===== src/mem_unit_pkg.sv =====
// --------------------
// Shared widths, types, instruction encoding, cache command and size codes
// Memory map of the cached store and the I/O window
// --------------------
package mem_unit_pkg;

    // Widths --------------------
    localparam int ADDR_W = 40;                    // Physical address seen by the cache
    localparam int XLEN   = 64;
    localparam int REG_W  = 5;
    localparam int TAG_W  = 8;
    localparam int PMU_W  = 16;                    // Event counter width

    typedef logic [ADDR_W-1:0] addr_t;
    typedef logic [XLEN-1:0]   bus64_t;
    typedef logic [REG_W-1:0]  reg_addr_t;
    typedef logic [TAG_W-1:0]  tag_t;
    typedef logic [PMU_W-1:0]  pmu_cnt_t;
    typedef logic [4:0]        dcache_cmd_t;
    typedef logic [3:0]        op_type_t;      // [1:0] size, [2] unsigned load
    typedef logic [1:0]        mem_class_t;

    // Memory instructions handled by this stage
    typedef enum logic [4:0] {
        NOP,
        LB, LBU, LH, LHU, LW, LWU, LD,
        SB, SH, SW, SD,
        AMO_SWAPD, AMO_ADDD, AMO_XORD, AMO_ANDD, AMO_ORD,
        AMO_MIND, AMO_MAXD, AMO_MINDU, AMO_MAXDU
    } instr_t;

    // Cache commands --------------------
    localparam dcache_cmd_t CMD_LOAD  = 5'd0;
    localparam dcache_cmd_t CMD_STORE = 5'd1;
    localparam dcache_cmd_t CMD_SWAP  = 5'd4;
    localparam dcache_cmd_t CMD_ADD   = 5'd8;
    localparam dcache_cmd_t CMD_XOR   = 5'd9;
    localparam dcache_cmd_t CMD_OR    = 5'd10;
    localparam dcache_cmd_t CMD_AND   = 5'd11;
    localparam dcache_cmd_t CMD_MIN   = 5'd12;
    localparam dcache_cmd_t CMD_MAX   = 5'd13;
    localparam dcache_cmd_t CMD_MINU  = 5'd14;
    localparam dcache_cmd_t CMD_MAXU  = 5'd15;

    // Access granularity
    localparam logic [1:0] SZ_B = 2'b00;
    localparam logic [1:0] SZ_H = 2'b01;
    localparam logic [1:0] SZ_W = 2'b10;
    localparam logic [1:0] SZ_D = 2'b11;
    localparam int         OPT_UNS_BIT = 2;        // Zero extension on loads

    localparam op_type_t OPT_B  = {2'b00, SZ_B};
    localparam op_type_t OPT_H  = {2'b00, SZ_H};
    localparam op_type_t OPT_W  = {2'b00, SZ_W};
    localparam op_type_t OPT_D  = {2'b00, SZ_D};
    localparam op_type_t OPT_BU = {2'b01, SZ_B};
    localparam op_type_t OPT_HU = {2'b01, SZ_H};
    localparam op_type_t OPT_WU = {2'b01, SZ_W};

    // Operation classes
    localparam mem_class_t CLS_NOP   = 2'b00;
    localparam mem_class_t CLS_LOAD  = 2'b01;
    localparam mem_class_t CLS_STORE = 2'b10;
    localparam mem_class_t CLS_AMO   = 2'b11;

    // Memory map --------------------
    localparam addr_t MEM_BASE_ADDR = 40'h00_8000_0000;   // Start of cached region
    localparam int    MEM_WORDS     = 256;                // 2 KiB of doublewords
    localparam int    MEM_IDX_W     = $clog2(MEM_WORDS);
    localparam addr_t MEM_END_ADDR  = MEM_BASE_ADDR + addr_t'(MEM_WORDS * 8);
    localparam addr_t IO_TOP_ADDR   = 40'h00_8000_0000;   // Exclusive top of I/O window

endpackage


===== src/pmu_counters.sv =====
// --------------------
// Saturating counters of accepted loads, stores and AMOs
// --------------------
`timescale 1ns/1ns

module pmu_counters import mem_unit_pkg::*; (
    input  logic     clk_i,
    input  logic     reset_i,
    input  logic     accept_i,                 // Cache took the request
    input  logic     is_load_i,
    input  logic     is_store_i,
    input  logic     is_amo_i,
    output pmu_cnt_t loads_o,
    output pmu_cnt_t stores_o,
    output pmu_cnt_t amos_o
);

    logic [2:0] event_vec;
    pmu_cnt_t   cnt_q [3];

    // Index 0 loads, 1 stores, 2 AMOs
    assign event_vec = {is_amo_i, is_store_i, is_load_i};

    always_ff @(posedge clk_i) begin
        if (reset_i) begin
            for (int i = 0; i < 3; i++) begin
                cnt_q[i] <= '0;
            end
        end else begin
            for (int i = 0; i < 3; i++) begin
                // Stick at all ones
                if (accept_i && event_vec[i] && (cnt_q[i] != '1)) begin
                    cnt_q[i] <= cnt_q[i] + 1'b1;
                end
            end
        end
    end

    assign loads_o  = cnt_q[0];
    assign stores_o = cnt_q[1];
    assign amos_o   = cnt_q[2];

endmodule


===== config.mk =====
export PLATFORM = sky130hd
export DESIGN_NAME = pmu_counters
export DESIGN_NICKNAME = d
export VERILOG_FILES = /design/src/mem_unit_pkg.sv /design/src/pmu_counters.sv
export SDC_FILE = /design/constraint.sdc
export NUM_CORES = 1
export LEC_CHECK = 0
export ABC_AREA = 1
export BUFFER_PORTS_ARGS = -buffer_cell sky130_fd_sc_hd__buf_4
export CORE_UTILIZATION = 55
export CTS_BUF_LIST = sky130_fd_sc_hd__clkbuf_16
export DETAILED_ROUTE_END_ITERATION = 10
export PLACE_DENSITY = 0.8
export SYNTH_ARGS = -nofsm -noshare
export SYNTH_HDL_FRONTEND = slang
export SYNTH_SLANG_ARGS = --single-unit

===== constraint.sdc =====
create_clock -name clk_i -period 3.12 [get_ports clk_i]
set_input_delay 0 -clock clk_i [delete_from_list [all_inputs] [get_ports clk_i]]
set_output_delay 0 -clock clk_i [all_outputs]
set_load 0.1 [all_outputs]

# After elaboration in Yosys (flattened, before gate mapping)
# Memories as Yosys holds them, arrays and structs flattened.
# Index checks and enable logic that the tools add are counted.
[word_totals]
ram_bits = 48
out_inout_bits = 48
regBits = 0
latchBits = 0
mem_count = 1
wordCells = 30
rom_bits = 0
input_bits = 6
[op_classes]
n_bitwise = 3
reduce_logical = 6
eq_ne = 3
div_mod_pow = 0
mux = 14
add_sub_neg = 3
shift = 0
order_cmp = 0
n_mul = 0
[mem_list]
columns = ["memory", "words", "word_bits", "rd", "rd_ports_with_merged_regs", "write_ports", "line", "source"]
rows = [
  ["cnt_q", 3, 16, 3, 0, 3, "pmu_counters.sv:19", "pmu_cnt_t cnt_q [3];"],
]
[ops]
columns = ["cell", "count"]
rows = [
  ["16-bit by 1-bit adder with 16-bit output (second input constant)", 3],
  ["16-bit 2-to-1 mux", 3],
  ["16-bit != test (second input constant)", 3],
  ["1-bit 2-to-1 mux", 11],
  ["1-bit logical AND", 6],
  ["1-bit bitwise OR", 3],
]

# Logic depth before layout (Yosys ltp)
[depth]
depth_word = 6
depth_mapped = 10
ltp_nobuf = 10

# Least setup slack after synthesis
# No wires, ideal clock.
[synth_timing]
path_type = "register -> register"
startpoint = "mem cnt_q[0][0] (netlist bit)"
endpoint = "mem cnt_q[0][0] (netlist bit), enable pin"
path_stages_with_launch = 7
slack_ps = 16
setup_ps = 411
required_ps = 2709
arrival_ps = 2693
period_less_slack_ps = 3104
path_buffers = 0
cell_sequence = "edfxtp_1 -> ha_1 -> nand2_1 -> nor2_4 -> nand2_2 -> nor2_1 -> o21ai_0"
[synth_rtl]
columns = ["item", "line"]
rows = [
  ["from (decl)", "pmu_counters.sv:19"],
]

==> run metrics <==
status finished clean; # IOs 54; vias per inst 4.99; sequential fraction of the synthesis area 0.531; layout cell share with drive strength beyond 1 0.182; Pre-Repair DR Iteration Count 4; Yosys top cell by area edfxtp_1; Net Count, Synth 314; RSZ-0062 raised after global routing no; CP max FO 40; sw frac 0.389; Post-synth EDFFs 48; TritonCTS clock tree done; clock power share 0.257; fin nets 371; ys async rst share 0; CORE AREA 0.00472 sq mm; Unique masters post-synth 21; vias in the first global route 1962; YS warnings 0; post-DP HPWL 3.96 mm; gpl congestion 0.877; Min-Delay Path Class in2reg; fillers 369; biggest regs cnt_q x48; Reg with most FFs cnt_q; wire per inst 12.9 um; total of max-cap violations 0; Area Overhead vs Synth 22.3%; ranking of synthesized cells by area edfxtp_1 53%, nor2_1 11%, nand2_1 8.6%; final WL 5.56 mm; CP required 3150 ps; Multi-input gate area 0.00112 sq mm; Worst VDD drop 0.412 mV; Reg clk slew, reported paths 60 ps; combinational power share 0.309; Worst Setup End Kind flip-flop; Period minus WS final 2210 ps; cts repair resizes 0; top-count cell post-synth nor2_1; post-synthesis register bit count 48; Num CTS Buffers 5; Design Power 0.00194 W; post-synthesis instance area 0.00271 sq mm; site row count 25; Max-Slew Margin vs Limit 0.559; ANT nets after route 0; Largest register FFs 48; initial antenna violation count 0; syn_area_per_cell 8.90 sq um; DRC violation total after the first TritonRoute iteration 92; DR vias 2144; Cell Int Power 0.00118 W; gr usage total 0.217; crit path DAT 2230 ps; Main synth FF type edfxtp_1; Setup TNS 0 ps; final period utilization 0.707; GRT overflow 0; Initial Util 0.575; largest net degree at the start of global routing 41; reg2reg path depth 9; htree depth 2; n_diodes 0; clock root buffer clkbuf_16; final hold viol count 0; Hold Path Depth 4; CTS Hold Bufs 0; Mapped Cells 305; Slew Limit Fails 0; synth cell count leaders 83 x nor2_1, 62 x nand2_1, 48 x edfxtp_1, 30 x inv_1, 19 x xor2_1; Startpoint Class flip-flop; switching pwr 0.000752 W; Least-Margin Pin Slew 660 ps; Clock Latency Late Sink 280 ps; first-pass GRT wire length 8.73 mm; Sequential Power Share 0.434; DRC 0; Die ar. 0.00522 sq mm; IO Port Bufs 53; die height 72.2 um; FF/Latch Area 0.00144 sq mm; pwr/cell area 583 mW/mm^2; Fin Clk Skew 7.15 ps; LEAKAGE 1.34 nW; Post-CTS Setup Bufs 0; DIE WIDTH 72.2 um; final setup violation count 0; Worst Setup Path Type reg2reg; Max clock buf depth 2; CTS Sinks 48; Max Fclk 453 MHz; share of the synthesized area in the top cell type 0.531
-- logic make-up (layout without fill, tap and decap cells) --
logic type      count (synthesis)  count (layout)  share of synthesized area
compound gates                  3               3                    0.00553
simple gates                  178             178                      0.272
buf+inv                        36              94                     0.0576
flops                          48              48                      0.531
fa+ha+maj                       3               3                     0.0138
xor+xnor                       37              37                      0.119
-- power groups by stage --
| stage | Sequential (W) | Clock (W) | Combinational [W] |
|---|---|---|---|
| 2_1_floorplan | 0.00121 | 0 | 0.000120 |
| 3_3_place_gp | 0.000850 | 0 | 0.000592 |
| 3_5_place_dp | 0.000852 | 0 | 0.000598 |
| 4_1_cts | 0.000839 | 0.000508 | 0.000601 |
| 5_1_grt | 0.000848 | 0.000529 | 0.000623 |
| 6_report | 0.000839 | 0.000498 | 0.000599 |
-- critical path, cell delays in order (launching register included) --
cell,delay [ps]
edfxtp_1,430
ha_1,210
nand2_1,110
nor2_4,170
nand2_2,90
nor2_1,160
nor3_1,80
nor2_2,350
buf_12,270
nor2_1,70
-- area by class of cell --
class / count / share of cell area
repair buffers: 55 / 0.128
inverters: 31 / 0.0351
clock buffers: 5 / 0.0377
flip-flops and latches: 48 / 0.434
clock inverters: 3 / 0.00339
multi-input cells: 221 / 0.336
well taps: 67 / 0.0253
-- worst paths after layout --
kind                startpoint           end  slack, ps
setup / recovery   cnt_q[0][0]  cnt_q[0][30]        910
hold / removal         reset_i   cnt_q[0][8]        390
setup reg to reg   cnt_q[0][0]  cnt_q[0][30]        910
hold reg to reg   cnt_q[0][16]  cnt_q[0][16]        630
-- metrics by stage --
| stage | area (sq um) | cells | worst slack [ps] | hold WS [ps] | utilization |
|---|---|---|---|---|---|
| 2_1_floorplan | 2710 | 305 | 16.2 | 525 | - |
| 3_3_place_gp | 3180 | 422 | 997 | 598 | 0.674 |
| 3_5_place_dp | 3180 | 422 | 954 | 620 | 0.674 |
| 4_1_cts | 3320 | 430 | 901 | 387 | 0.703 |
| 5_1_grt | 3320 | 430 | 717 | 441 | 0.703 |
| 6_report | 3320 | 430 | 914 | 390 | 0.703 |
-- layout by cell type, fill, tap and decap left out --
cell type and instances:
nand2_1 62, xnor2_1 18, and3_1 2, nand2_2 2
nand3_1 14, xor2_1 19, nor3_1 5, edfxtp_1 48
ha_1 3, buf_4 54, nand3b_1 2, clkinv_1 1
nor2_4 2, nor2_2 1, inv_1 32, inv_2 1
nor2_1 83, clkbuf_16 5, buf_12 1, o21ai_0 1
o21ai_1 2, nand4_1 5
-- per-layer routing --
metal,wire [um],GRT usage,up-vias
met1,2390,0.270,998
met3,186,0.0347,6
met2,2920,0.381,48
met4,62,0.0784,0
li1,-,-,1092
met5,0,0,-
(Power assumes the default switching activity.)
