## config.mk

```make
export PLATFORM = sky130hd
export DESIGN_NAME = dcache_interface_flat
export DESIGN_NICKNAME = d
export VERILOG_FILES = /design/src/mem_unit_pkg.sv /design/src/dcache_bus_if.sv /design/src/dcache_interface.sv /design/src/flat_wrapper.sv
export SDC_FILE = /design/constraint.sdc
export NUM_CORES = 1
export LEC_CHECK = 0
export ABC_CLOCK_PERIOD_IN_PS = 20800
export BUFFER_PORTS_ARGS = -buffer_cell sky130_fd_sc_hd__buf_2
export CORE_AREA = 2 2 201 203
export DETAILED_ROUTE_END_ITERATION = 7
export DIE_AREA = 0 0 203 205
export SLEW_MARGIN = 20
export SYNTH_ARGS = -nofsm -noshare
export SYNTH_HDL_FRONTEND = slang
export SYNTH_SLANG_ARGS = --single-unit
```

## constraint.sdc

```tcl
create_clock -name vclk -period 20.8
set_input_delay 4.16 -clock vclk [all_inputs]
set_output_delay 4.16 -clock vclk [all_outputs]
set_load 0.005 [all_outputs]
```

## src/mem_unit_pkg.sv

```systemverilog
// --------------------
// Shared widths, types, instruction encoding, cache command and size codes
// Memory map of the cached store and the I/O window
// --------------------
package mem_unit_pkg;

    // Widths --------------------
    localparam int ADDR_W = 40;                    // Physical address seen by the cache
    localparam int XLEN   = 64;
    localparam int REG_W  = 5;
    localparam int TAG_W  = 8;
    localparam int PMU_W  = 16;                    // Event counter width

    typedef logic [ADDR_W-1:0] addr_t;
    typedef logic [XLEN-1:0]   bus64_t;
    typedef logic [REG_W-1:0]  reg_addr_t;
    typedef logic [TAG_W-1:0]  tag_t;
    typedef logic [PMU_W-1:0]  pmu_cnt_t;
    typedef logic [4:0]        dcache_cmd_t;
    typedef logic [3:0]        op_type_t;      // [1:0] size, [2] unsigned load
    typedef logic [1:0]        mem_class_t;

    // Memory instructions handled by this stage
    typedef enum logic [4:0] {
        NOP,
        LB, LBU, LH, LHU, LW, LWU, LD,
        SB, SH, SW, SD,
        AMO_SWAPD, AMO_ADDD, AMO_XORD, AMO_ANDD, AMO_ORD,
        AMO_MIND, AMO_MAXD, AMO_MINDU, AMO_MAXDU
    } instr_t;

    // Cache commands --------------------
    localparam dcache_cmd_t CMD_LOAD  = 5'd0;
    localparam dcache_cmd_t CMD_STORE = 5'd1;
    localparam dcache_cmd_t CMD_SWAP  = 5'd4;
    localparam dcache_cmd_t CMD_ADD   = 5'd8;
    localparam dcache_cmd_t CMD_XOR   = 5'd9;
    localparam dcache_cmd_t CMD_OR    = 5'd10;
    localparam dcache_cmd_t CMD_AND   = 5'd11;
    localparam dcache_cmd_t CMD_MIN   = 5'd12;
    localparam dcache_cmd_t CMD_MAX   = 5'd13;
    localparam dcache_cmd_t CMD_MINU  = 5'd14;
    localparam dcache_cmd_t CMD_MAXU  = 5'd15;

    // Access granularity
    localparam logic [1:0] SZ_B = 2'b00;
    localparam logic [1:0] SZ_H = 2'b01;
    localparam logic [1:0] SZ_W = 2'b10;
    localparam logic [1:0] SZ_D = 2'b11;
    localparam int         OPT_UNS_BIT = 2;        // Zero extension on loads

    localparam op_type_t OPT_B  = {2'b00, SZ_B};
    localparam op_type_t OPT_H  = {2'b00, SZ_H};
    localparam op_type_t OPT_W  = {2'b00, SZ_W};
    localparam op_type_t OPT_D  = {2'b00, SZ_D};
    localparam op_type_t OPT_BU = {2'b01, SZ_B};
    localparam op_type_t OPT_HU = {2'b01, SZ_H};
    localparam op_type_t OPT_WU = {2'b01, SZ_W};

    // Operation classes
    localparam mem_class_t CLS_NOP   = 2'b00;
    localparam mem_class_t CLS_LOAD  = 2'b01;
    localparam mem_class_t CLS_STORE = 2'b10;
    localparam mem_class_t CLS_AMO   = 2'b11;

    // Memory map --------------------
    localparam addr_t MEM_BASE_ADDR = 40'h00_8000_0000;   // Start of cached region
    localparam int    MEM_WORDS     = 256;                // 2 KiB of doublewords
    localparam int    MEM_IDX_W     = $clog2(MEM_WORDS);
    localparam addr_t MEM_END_ADDR  = MEM_BASE_ADDR + addr_t'(MEM_WORDS * 8);
    localparam addr_t IO_TOP_ADDR   = 40'h00_8000_0000;   // Exclusive top of I/O window

endpackage

```

## src/dcache_bus_if.sv

```systemverilog
// --------------------
// Cache request and response channels, core and cache modports
// --------------------
`timescale 1ns/1ns

interface dcache_bus_if import mem_unit_pkg::*; ();

    // Request channel
    logic        req_valid;
    logic        req_ready;
    dcache_cmd_t req_cmd;
    addr_t       req_addr;
    op_type_t    req_op_type;
    bus64_t      req_data;                     // Store data or AMO operand
    tag_t        req_tag;
    logic        req_kill;                     // Drop in flight, no response

    // Response channel, no back-pressure
    logic        resp_valid;
    bus64_t      resp_data;
    tag_t        resp_tag;
    logic        resp_xcpt_ma;                 // Misaligned
    logic        resp_xcpt_pf;                 // Out of cached range

    // Pipeline side
    modport core (
        output req_valid, req_cmd, req_addr, req_op_type, req_data, req_tag, req_kill,
        input  req_ready,
        input  resp_valid, resp_data, resp_tag, resp_xcpt_ma, resp_xcpt_pf
    );

    // Data cache side
    modport cache (
        input  req_valid, req_cmd, req_addr, req_op_type, req_data, req_tag, req_kill,
        output req_ready,
        output resp_valid, resp_data, resp_tag, resp_xcpt_ma, resp_xcpt_pf
    );

endinterface

```

## src/dcache_interface.sv

```systemverilog
// --------------------
// Memory instruction decode, address generation and cache tag
// I/O window flag, response forwarding and PMU event flags
// --------------------
`timescale 1ns/1ns

module dcache_interface import mem_unit_pkg::*; (
    input  logic            req_valid_i,
    input  instr_t          req_instr_i,
    input  bus64_t          req_rs1_i,
    input  bus64_t          req_imm_i,
    input  bus64_t          req_rs2_i,
    input  reg_addr_t       req_rd_i,
    input  logic            req_kill_i,
    input  addr_t           io_base_addr_i,    // Bottom of I/O window

    dcache_bus_if.core      dbus,

    output logic            resp_valid_o,
    output bus64_t          resp_data_o,
    output reg_addr_t       resp_rd_o,
    output logic            resp_xcpt_ma_o,
    output logic            resp_xcpt_pf_o,
    output logic            io_space_o,
    output logic            is_load_o,         // PMU events, qualified by valid
    output logic            is_store_o,
    output logic            is_amo_o
);

    mem_class_t  mem_cls;
    dcache_cmd_t req_cmd;
    op_type_t    req_op_type;
    bus64_t      addr_64;                      // Full-width effective address
    addr_t       req_addr;

    // Decode --------------------

    // Operation class
    always_comb begin
        case (req_instr_i)
            LB, LBU, LH, LHU, LW, LWU, LD: mem_cls = CLS_LOAD;
            SB, SH, SW, SD:                mem_cls = CLS_STORE;
            AMO_SWAPD, AMO_ADDD, AMO_XORD, AMO_ANDD, AMO_ORD,
            AMO_MIND, AMO_MAXD, AMO_MINDU, AMO_MAXDU: mem_cls = CLS_AMO;
            default:                       mem_cls = CLS_NOP;
        endcase
    end

    // Cache command
    always_comb begin
        case (req_instr_i)
            SB, SH, SW, SD: req_cmd = CMD_STORE;
            AMO_SWAPD:      req_cmd = CMD_SWAP;
            AMO_ADDD:       req_cmd = CMD_ADD;
            AMO_XORD:       req_cmd = CMD_XOR;
            AMO_ANDD:       req_cmd = CMD_AND;
            AMO_ORD:        req_cmd = CMD_OR;
            AMO_MIND:       req_cmd = CMD_MIN;
            AMO_MAXD:       req_cmd = CMD_MAX;
            AMO_MINDU:      req_cmd = CMD_MINU;
            AMO_MAXDU:      req_cmd = CMD_MAXU;
            default:        req_cmd = CMD_LOAD;   // Loads and NOP
        endcase
    end

    // Access size, atomics are always doubleword
    always_comb begin
        case (req_instr_i)
            LB, SB:  req_op_type = OPT_B;
            LBU:     req_op_type = OPT_BU;
            LH, SH:  req_op_type = OPT_H;
            LHU:     req_op_type = OPT_HU;
            LW, SW:  req_op_type = OPT_W;
            LWU:     req_op_type = OPT_WU;
            default: req_op_type = OPT_D;
        endcase
    end

    // Address --------------------

    // AMOs use rs1 directly, the rest add the immediate
    assign addr_64  = (mem_cls == CLS_AMO) ? req_rs1_i : req_rs1_i + req_imm_i;
    assign req_addr = addr_64[ADDR_W-1:0];

    // Window below the cached region
    assign io_space_o = (req_addr >= io_base_addr_i) && (req_addr < IO_TOP_ADDR);

    // Request to cache --------------------
    assign dbus.req_valid   = req_valid_i && (mem_cls != CLS_NOP);   // NOP never reaches cache
    assign dbus.req_cmd     = req_cmd;
    assign dbus.req_addr    = req_addr;
    assign dbus.req_op_type = req_op_type;
    assign dbus.req_data    = req_rs2_i;
    assign dbus.req_tag     = {2'b00, req_rd_i, 1'b0};            // rd sits in bits 5..1
    assign dbus.req_kill    = req_kill_i;

    // Response to pipeline --------------------
    assign resp_valid_o   = dbus.resp_valid;
    assign resp_data_o    = dbus.resp_data;
    assign resp_rd_o      = dbus.resp_tag[5:1];
    assign resp_xcpt_ma_o = dbus.resp_xcpt_ma;
    assign resp_xcpt_pf_o = dbus.resp_xcpt_pf;

    // PMU event flags
    assign is_load_o  = req_valid_i && (mem_cls == CLS_LOAD);
    assign is_store_o = req_valid_i && (mem_cls == CLS_STORE);
    assign is_amo_o   = req_valid_i && (mem_cls == CLS_AMO);

endmodule

```

## src/flat_wrapper.sv

```systemverilog
// flat-port wrapper written by rule: the top's interface ports become plain ports
module dcache_interface_flat import mem_unit_pkg::*;
  (req_valid_i, req_instr_i, req_rs1_i, req_imm_i, req_rs2_i, req_rd_i, req_kill_i, io_base_addr_i, resp_valid_o, resp_data_o, resp_rd_o, resp_xcpt_ma_o, resp_xcpt_pf_o, io_space_o, is_load_o, is_store_o, is_amo_o, dbus_req_valid, dbus_req_cmd, dbus_req_addr, dbus_req_op_type, dbus_req_data, dbus_req_tag, dbus_req_kill, dbus_req_ready, dbus_resp_valid, dbus_resp_data, dbus_resp_tag, dbus_resp_xcpt_ma, dbus_resp_xcpt_pf);
  dcache_bus_if dbus_i ();
  input  logic req_valid_i;
  input  instr_t req_instr_i;
  input  bus64_t req_rs1_i;
  input  bus64_t req_imm_i;
  input  bus64_t req_rs2_i;
  input  reg_addr_t req_rd_i;
  input  logic req_kill_i;
  input  addr_t io_base_addr_i;
  output logic resp_valid_o;
  output bus64_t resp_data_o;
  output reg_addr_t resp_rd_o;
  output logic resp_xcpt_ma_o;
  output logic resp_xcpt_pf_o;
  output logic io_space_o;
  output logic is_load_o;
  output logic is_store_o;
  output logic is_amo_o;
  output wire logic [$bits(dbus_i.req_valid)-1:0] dbus_req_valid;
  output wire logic [$bits(dbus_i.req_cmd)-1:0] dbus_req_cmd;
  output wire logic [$bits(dbus_i.req_addr)-1:0] dbus_req_addr;
  output wire logic [$bits(dbus_i.req_op_type)-1:0] dbus_req_op_type;
  output wire logic [$bits(dbus_i.req_data)-1:0] dbus_req_data;
  output wire logic [$bits(dbus_i.req_tag)-1:0] dbus_req_tag;
  output wire logic [$bits(dbus_i.req_kill)-1:0] dbus_req_kill;
  input wire logic [$bits(dbus_i.req_ready)-1:0] dbus_req_ready;
  input wire logic [$bits(dbus_i.resp_valid)-1:0] dbus_resp_valid;
  input wire logic [$bits(dbus_i.resp_data)-1:0] dbus_resp_data;
  input wire logic [$bits(dbus_i.resp_tag)-1:0] dbus_resp_tag;
  input wire logic [$bits(dbus_i.resp_xcpt_ma)-1:0] dbus_resp_xcpt_ma;
  input wire logic [$bits(dbus_i.resp_xcpt_pf)-1:0] dbus_resp_xcpt_pf;
  assign dbus_req_valid = dbus_i.req_valid;
  assign dbus_req_cmd = dbus_i.req_cmd;
  assign dbus_req_addr = dbus_i.req_addr;
  assign dbus_req_op_type = dbus_i.req_op_type;
  assign dbus_req_data = dbus_i.req_data;
  assign dbus_req_tag = dbus_i.req_tag;
  assign dbus_req_kill = dbus_i.req_kill;
  assign dbus_i.req_ready = dbus_req_ready;
  assign dbus_i.resp_valid = dbus_resp_valid;
  assign dbus_i.resp_data = dbus_resp_data;
  assign dbus_i.resp_tag = dbus_resp_tag;
  assign dbus_i.resp_xcpt_ma = dbus_resp_xcpt_ma;
  assign dbus_i.resp_xcpt_pf = dbus_resp_xcpt_pf;
  dcache_interface u_core (.req_valid_i(req_valid_i), .req_instr_i(req_instr_i), .req_rs1_i(req_rs1_i), .req_imm_i(req_imm_i), .req_rs2_i(req_rs2_i), .req_rd_i(req_rd_i), .req_kill_i(req_kill_i), .io_base_addr_i(io_base_addr_i), .dbus(dbus_i), .resp_valid_o(resp_valid_o), .resp_data_o(resp_data_o), .resp_rd_o(resp_rd_o), .resp_xcpt_ma_o(resp_xcpt_ma_o), .resp_xcpt_pf_o(resp_xcpt_pf_o), .io_space_o(io_space_o), .is_load_o(is_load_o), .is_store_o(is_store_o), .is_amo_o(is_amo_o));
endmodule
```

# Yosys cells after proc, flatten, opt, wreduce, memory -nomap -nowiden

Memory sizes are Yosys's and may differ from the RTL's.
Index checks and enable logic that the tools add are counted.

$add $sub $neg: 1
Magnitude comparators: 2
Equal/unequal tests: 3
Multiplexer cells: 2
Reductions and logical operators: 6

Operators by type and width:

| operator                                             | number |
|---|---|
| adder 40 bit                                         | 1 |
| greater-or-equal comparator 40 bit                   | 1 |
| < comparator 40 x 32 -> 1 bit, second input constant | 1 |
| two-way mux 40 bit                                   | 1 |
| logical AND 1 bit                                    | 5 |
| equality test 2 bit, second input constant           | 2 |
| two-way mux 4 bit                                    | 1 |
| equality test 2 x 1 -> 1 bit, second input constant  | 1 |
| nonzero test 2 bit                                   | 1 |

Register bits after elaboration: 0
Memory bits (read-only): 240
Bits of input ports: 320
Output and inout bits: 199
Memories kept: 3

Memories:

| name             | words | width | read ports | clocked after Yosys merged registers in | wr ports | line                   | text |
|---|---|---|---|---|---|---|---|
| (name not given) | 32    | 4     | 1          | 0                                       | 0        | dcache_interface.sv:51 | `case (req_instr_i)` |
| (name not given) | 32    | 2     | 1          | 0                                       | 0        | dcache_interface.sv:40 | `case (req_instr_i)` |
| (name not given) | 16    | 3     | 1          | 0                                       | 0        | dcache_interface.sv:68 | `case (req_instr_i)` |

# Depth between registers and ports, before layout

An unclocked memory read counts as a cell.

Depth in word-level cells: 5
Depth in mapped cells: 24

# Least setup slack after synthesis

Ideal clock, no wire load.

Kind: input to output
From: input req_rs1_i[0]
To: output io_space_o
Arrival: 8.764 ns
Required time: 16.640 ns
Setup slack: 7.876 ns
Cell stages on the path: 21
Path buffers: 0
Cell sequence: ha_1 -> inv_1 -> fa_1 -> and2b_1 -> nor3_1 -> o21a_1 -> o31ai_4 -> a21oi_1 -> o21ai_0 -> xnor2_1 -> o21ai_0 -> ha_1 -> nand4_1 -> nor3_1 -> o2111ai_1 -> a311oi_1 -> a2111oi_0 -> o41a_1 -> or3_1 -> or4_1 -> a2111oi_2

Word-level cells in the longest chain between the ends: 4
Elaborated cells between the ends (all ways): 5
Those cells by class: 1 x add/sub; 2 x order compare; 1 x mux; 1 x reduce/logical

Ends and longest elaborated chain:

| element                                                                                    | line                   | text |
|---|---|---|
| start: declaration                                                                         | flat_wrapper.sv:7      | `input bus64_t req_rs1_i;` |
| adder 40 bit (*)                                                                           | dcache_interface.sv:82 | `assign addr_64 = (mem_cls == CLS_AMO) ? req_rs1_i : req_rs1_i + req_imm_i;` |
| two-way mux 40 bit (*)                                                                     | dcache_interface.sv:82 |  |
| named net dbus_req_addr[22]                                                                | flat_wrapper.sv:24     | `output wire logic [$bits(dbus_i.req_addr)-1:0] dbus_req_addr;` |
| greater-or-equal comparator 40 bit / < comparator 40 x 32 -> 1 bit (equally long branches) | dcache_interface.sv:86 | `assign io_space_o = (req_addr >= io_base_addr_i) && (req_addr < IO_TOP_ADDR);` |
| logical AND 1 bit (*)                                                                      | dcache_interface.sv:86 |  |
| end: declaration                                                                           | flat_wrapper.sv:18     | `output logic io_space_o;` |

Mark *: on every way through the listed nets, which the timed path passes. The rest lies on a longest branch.

# Worst setup path after layout

From: input req_rs1_i[0]
To: output io_space_o

Word-level cells in the longest chain between the ends: 4
Elaborated cells between the ends (all ways): 5
Those cells by class: 1 x add/sub; 2 x order compare; 1 x mux; 1 x reduce/logical

Ends and longest elaborated chain:

| element                                                                                    | line |
|---|---|
| adder 40 bit                                                                               | dcache_interface.sv:82 |
| two-way mux 40 bit (*)                                                                     | dcache_interface.sv:82 |
| greater-or-equal comparator 40 bit / < comparator 40 x 32 -> 1 bit (equally long branches) | dcache_interface.sv:86 |
| logical AND 1 bit (*)                                                                      | dcache_interface.sv:86 |

Mark *: on every way between the ends. The rest lies on a longest branch, timed or not.

==> metrics <==
status finished clean; count of input and output buffers 178; seq_cells 0; final global-route overflow total 0; share of the core filled with cells 0.138; WL/cell 16.8 um; net switching power of the design 0.000110 W; sequential group share of total power 0; standard-cell rows 73; first-pass iteration count of the detailed router 4; post-DR vias/cell 4.00; start point of the critical path req_rs1_i[0]; portion of the clock cycle consumed by the worst path in the final layout 0.729; cells resized by post-CTS repair 0; largest stage delay on the critical path 0.65 ns; Top Ports 519; largest cells by area after synthesis sky130_fd_sc_hd__buf_4, sky130_fd_sc_hd__ha_1, sky130_fd_sc_hd__o21ai_0, sky130_fd_sc_hd__nand2_1, sky130_fd_sc_hd__a21oi_1; total internal power 0.0000760 W; Crit Path Category in -> out; master of the slowest instance on the critical path sky130_fd_sc_hd__o21ai_0; power density relative to cell area 34.2 mW/mm^2; endpoint class of the critical path output pin; number of instances in the synthesized netlist 745; Max Clock Freq 0.0660 GHz; final slew viol count 0; DIE WIDTH 203 um; Synth-to-Final Area Change 6.89%; data arrival time of the critical path 10.99 ns; clock buffer instance count of the final layout 0; post-synthesis cell type count 62; pin count of the biggest net entering global routing 43; count of buffering cells on the critical path with inverters included 4; critical path launch point type primary input; portion of total power attributed to the clock network 0; Req. time, crit path 16.64 ns; height of the die 205 um; FF+latch area 0 um^2; NumNets Final 1160; power share of the combinational group 1.000; Worst Hold Launch req_rs2_i[11]; proportion of synthesized chip area in sequential cells 0; final worst hold slack 8.32 ns; actual slew at the worst max-slew pin 0.770 ns; crit-path cells buf_2 > ha_1 > inv_1 > fa_1 > and2b_1 > nor3_1 > o21a_1 > o31ai_4 > a21oi_1 > o21ai_0 > xnor2_1 > o21ai_0 > ha_1 > nand4_1 > nor3_1 > o2111ai_1 > a311oi_1 > a2111oi_0 > buf_4 > o41a_1 > or3_1 > or4_1 > a2111oi_2 > buf_2; Leakage 2.61 nW; ratio of cells with drive above 1 in the final layout 0.264; Cell Area, Synth 0.00508 mm^2; unrepaired setup endpoints after global routing false; area share of the leading cell type in the synthesized netlist 0.217; Pwr Total 0.000186 W; footprint of the multi-input gates 0.00367 mm^2; number of filler cells placed in the layout 4558; vias in the first global route 5227; most numerous cell in the Yosys netlist sky130_fd_sc_hd__buf_4; count of final hold-check violations 0; DP Wirelength 19.2 mm; total of max-cap violations 0; Placement Cell Area 0.00543 mm^2; Slew HR 0.481; time the worst path needs with I/O delays and setup 15.15 ns; Synth top cells by count sky130_fd_sc_hd__buf_4, sky130_fd_sc_hd__ha_1, sky130_fd_sc_hd__nand2_1, sky130_fd_sc_hd__o21ai_0, sky130_fd_sc_hd__a21oi_1; setup tns final 0 ns; Critical Path Fanout Max 4; DRC errors left 0; DR iter-0 viols 157; number of antenna violations at the first check in global routing 10; residual antenna-violating net count after detailed routing 0; DRT Wirelength 21.5 mm; Crit path max-delay family compound AO/OA/AOI/OAI gates; overall die area 0.0416 mm^2; Core ar. 0.0394 mm^2; worst vdd rail ir drop 10.5 uV; first-pass GRT wire length 30.8 mm; net switching fraction of the power 0.592; detailed-route via count 5104; total routing usage reported by global routing 0.0974; # Post-CTS Setup Buffers 0; Final Cell Area 0.00543 mm^2; total setup violations reported at the end of the flow 0; Warnings, synthesis 0; cell type with the largest total area after synthesis sky130_fd_sc_hd__buf_4; global placement routability congestion 0.809; worst min path class in -> out; CTS hold repair buffers 0; post-synthesis area per instance 6.82 um^2; effective utilization at floorplan 0.129
through the flow:
step	setup slack, ns	std cells
after floorplan	7.88	749
after global placement	5.34	1276
after detailed placement	5.24	1276
after CTS	5.18	1276
after global routing	4.80	1276
final	5.65	1277
layer usage:
metal,GRT usage,up-vias,share of wire
li1,-,2491,-
met1,0.109,2273,0.40
met2,0.164,232,0.44
met3,0.0367,96,0.10
met4,0.0435,12,0.051
met5,0,-,0.0038
final timing paths:
path	depth (start not counted)	to	slack (ns)
worst max-delay path	24	io_space_o	5.65
worst min-delay path	0	dbus_req_data[11]	8.32
cell type report:
cell class                      count  area share
Antenna cell                        1    0.000461
Inverter                           51      0.0352
Multi-Input combinational cell    519       0.675
Tap cell                          525       0.121
Timing Repair Buffer              181       0.168
logic make-up after synthesis:
group,share of synthesized area
other,0.000738
and+or+nand+nor,0.170
buffers and inverters,0.281
adders and majority gates,0.216
muxes,0.00419
AOI/OAI and AO/OA,0.264
xor gates and xnor gates,0.0638
power groups by stage:
stage	registers, W	clock network, W	logic (W)
6_report	0	0.00000000000645	0.000186
5_1_grt	0	0	0.000211
4_1_cts	0	0	0.000190
3_5_place_dp	0	0	0.000189
3_3_place_gp	0	0	0.000186
2_1_floorplan	0	0	0.000136
cell usage in the layout, fill, tap and decap left out, types with 3 or more instances in the layout:
cell                        count
sky130_fd_sc_hd__o21a_1         6
sky130_fd_sc_hd__nand4_1       22
sky130_fd_sc_hd__and3_1         4
sky130_fd_sc_hd__a31oi_1       10
sky130_fd_sc_hd__buf_4          3
sky130_fd_sc_hd__conb_1         5
sky130_fd_sc_hd__nor3_1        11
sky130_fd_sc_hd__a221oi_1       3
sky130_fd_sc_hd__and4_1         3
sky130_fd_sc_hd__nand3_1       13
sky130_fd_sc_hd__o21ai_0       62
sky130_fd_sc_hd__nor2_1        25
sky130_fd_sc_hd__o211ai_1      10
sky130_fd_sc_hd__a2111oi_0      3
sky130_fd_sc_hd__xor2_1        17
sky130_fd_sc_hd__inv_1         51
sky130_fd_sc_hd__or2_2          6
sky130_fd_sc_hd__or3_1          4
sky130_fd_sc_hd__a21o_1        24
sky130_fd_sc_hd__nor2b_1        4
sky130_fd_sc_hd__xnor2_1       20
sky130_fd_sc_hd__a21oi_1       55
sky130_fd_sc_hd__buf_2        178
sky130_fd_sc_hd__nand2_1       78
sky130_fd_sc_hd__nand2b_1       3
sky130_fd_sc_hd__ha_1          86
sky130_fd_sc_hd__o211a_1        3
Power figures use the tool's default switching activity.
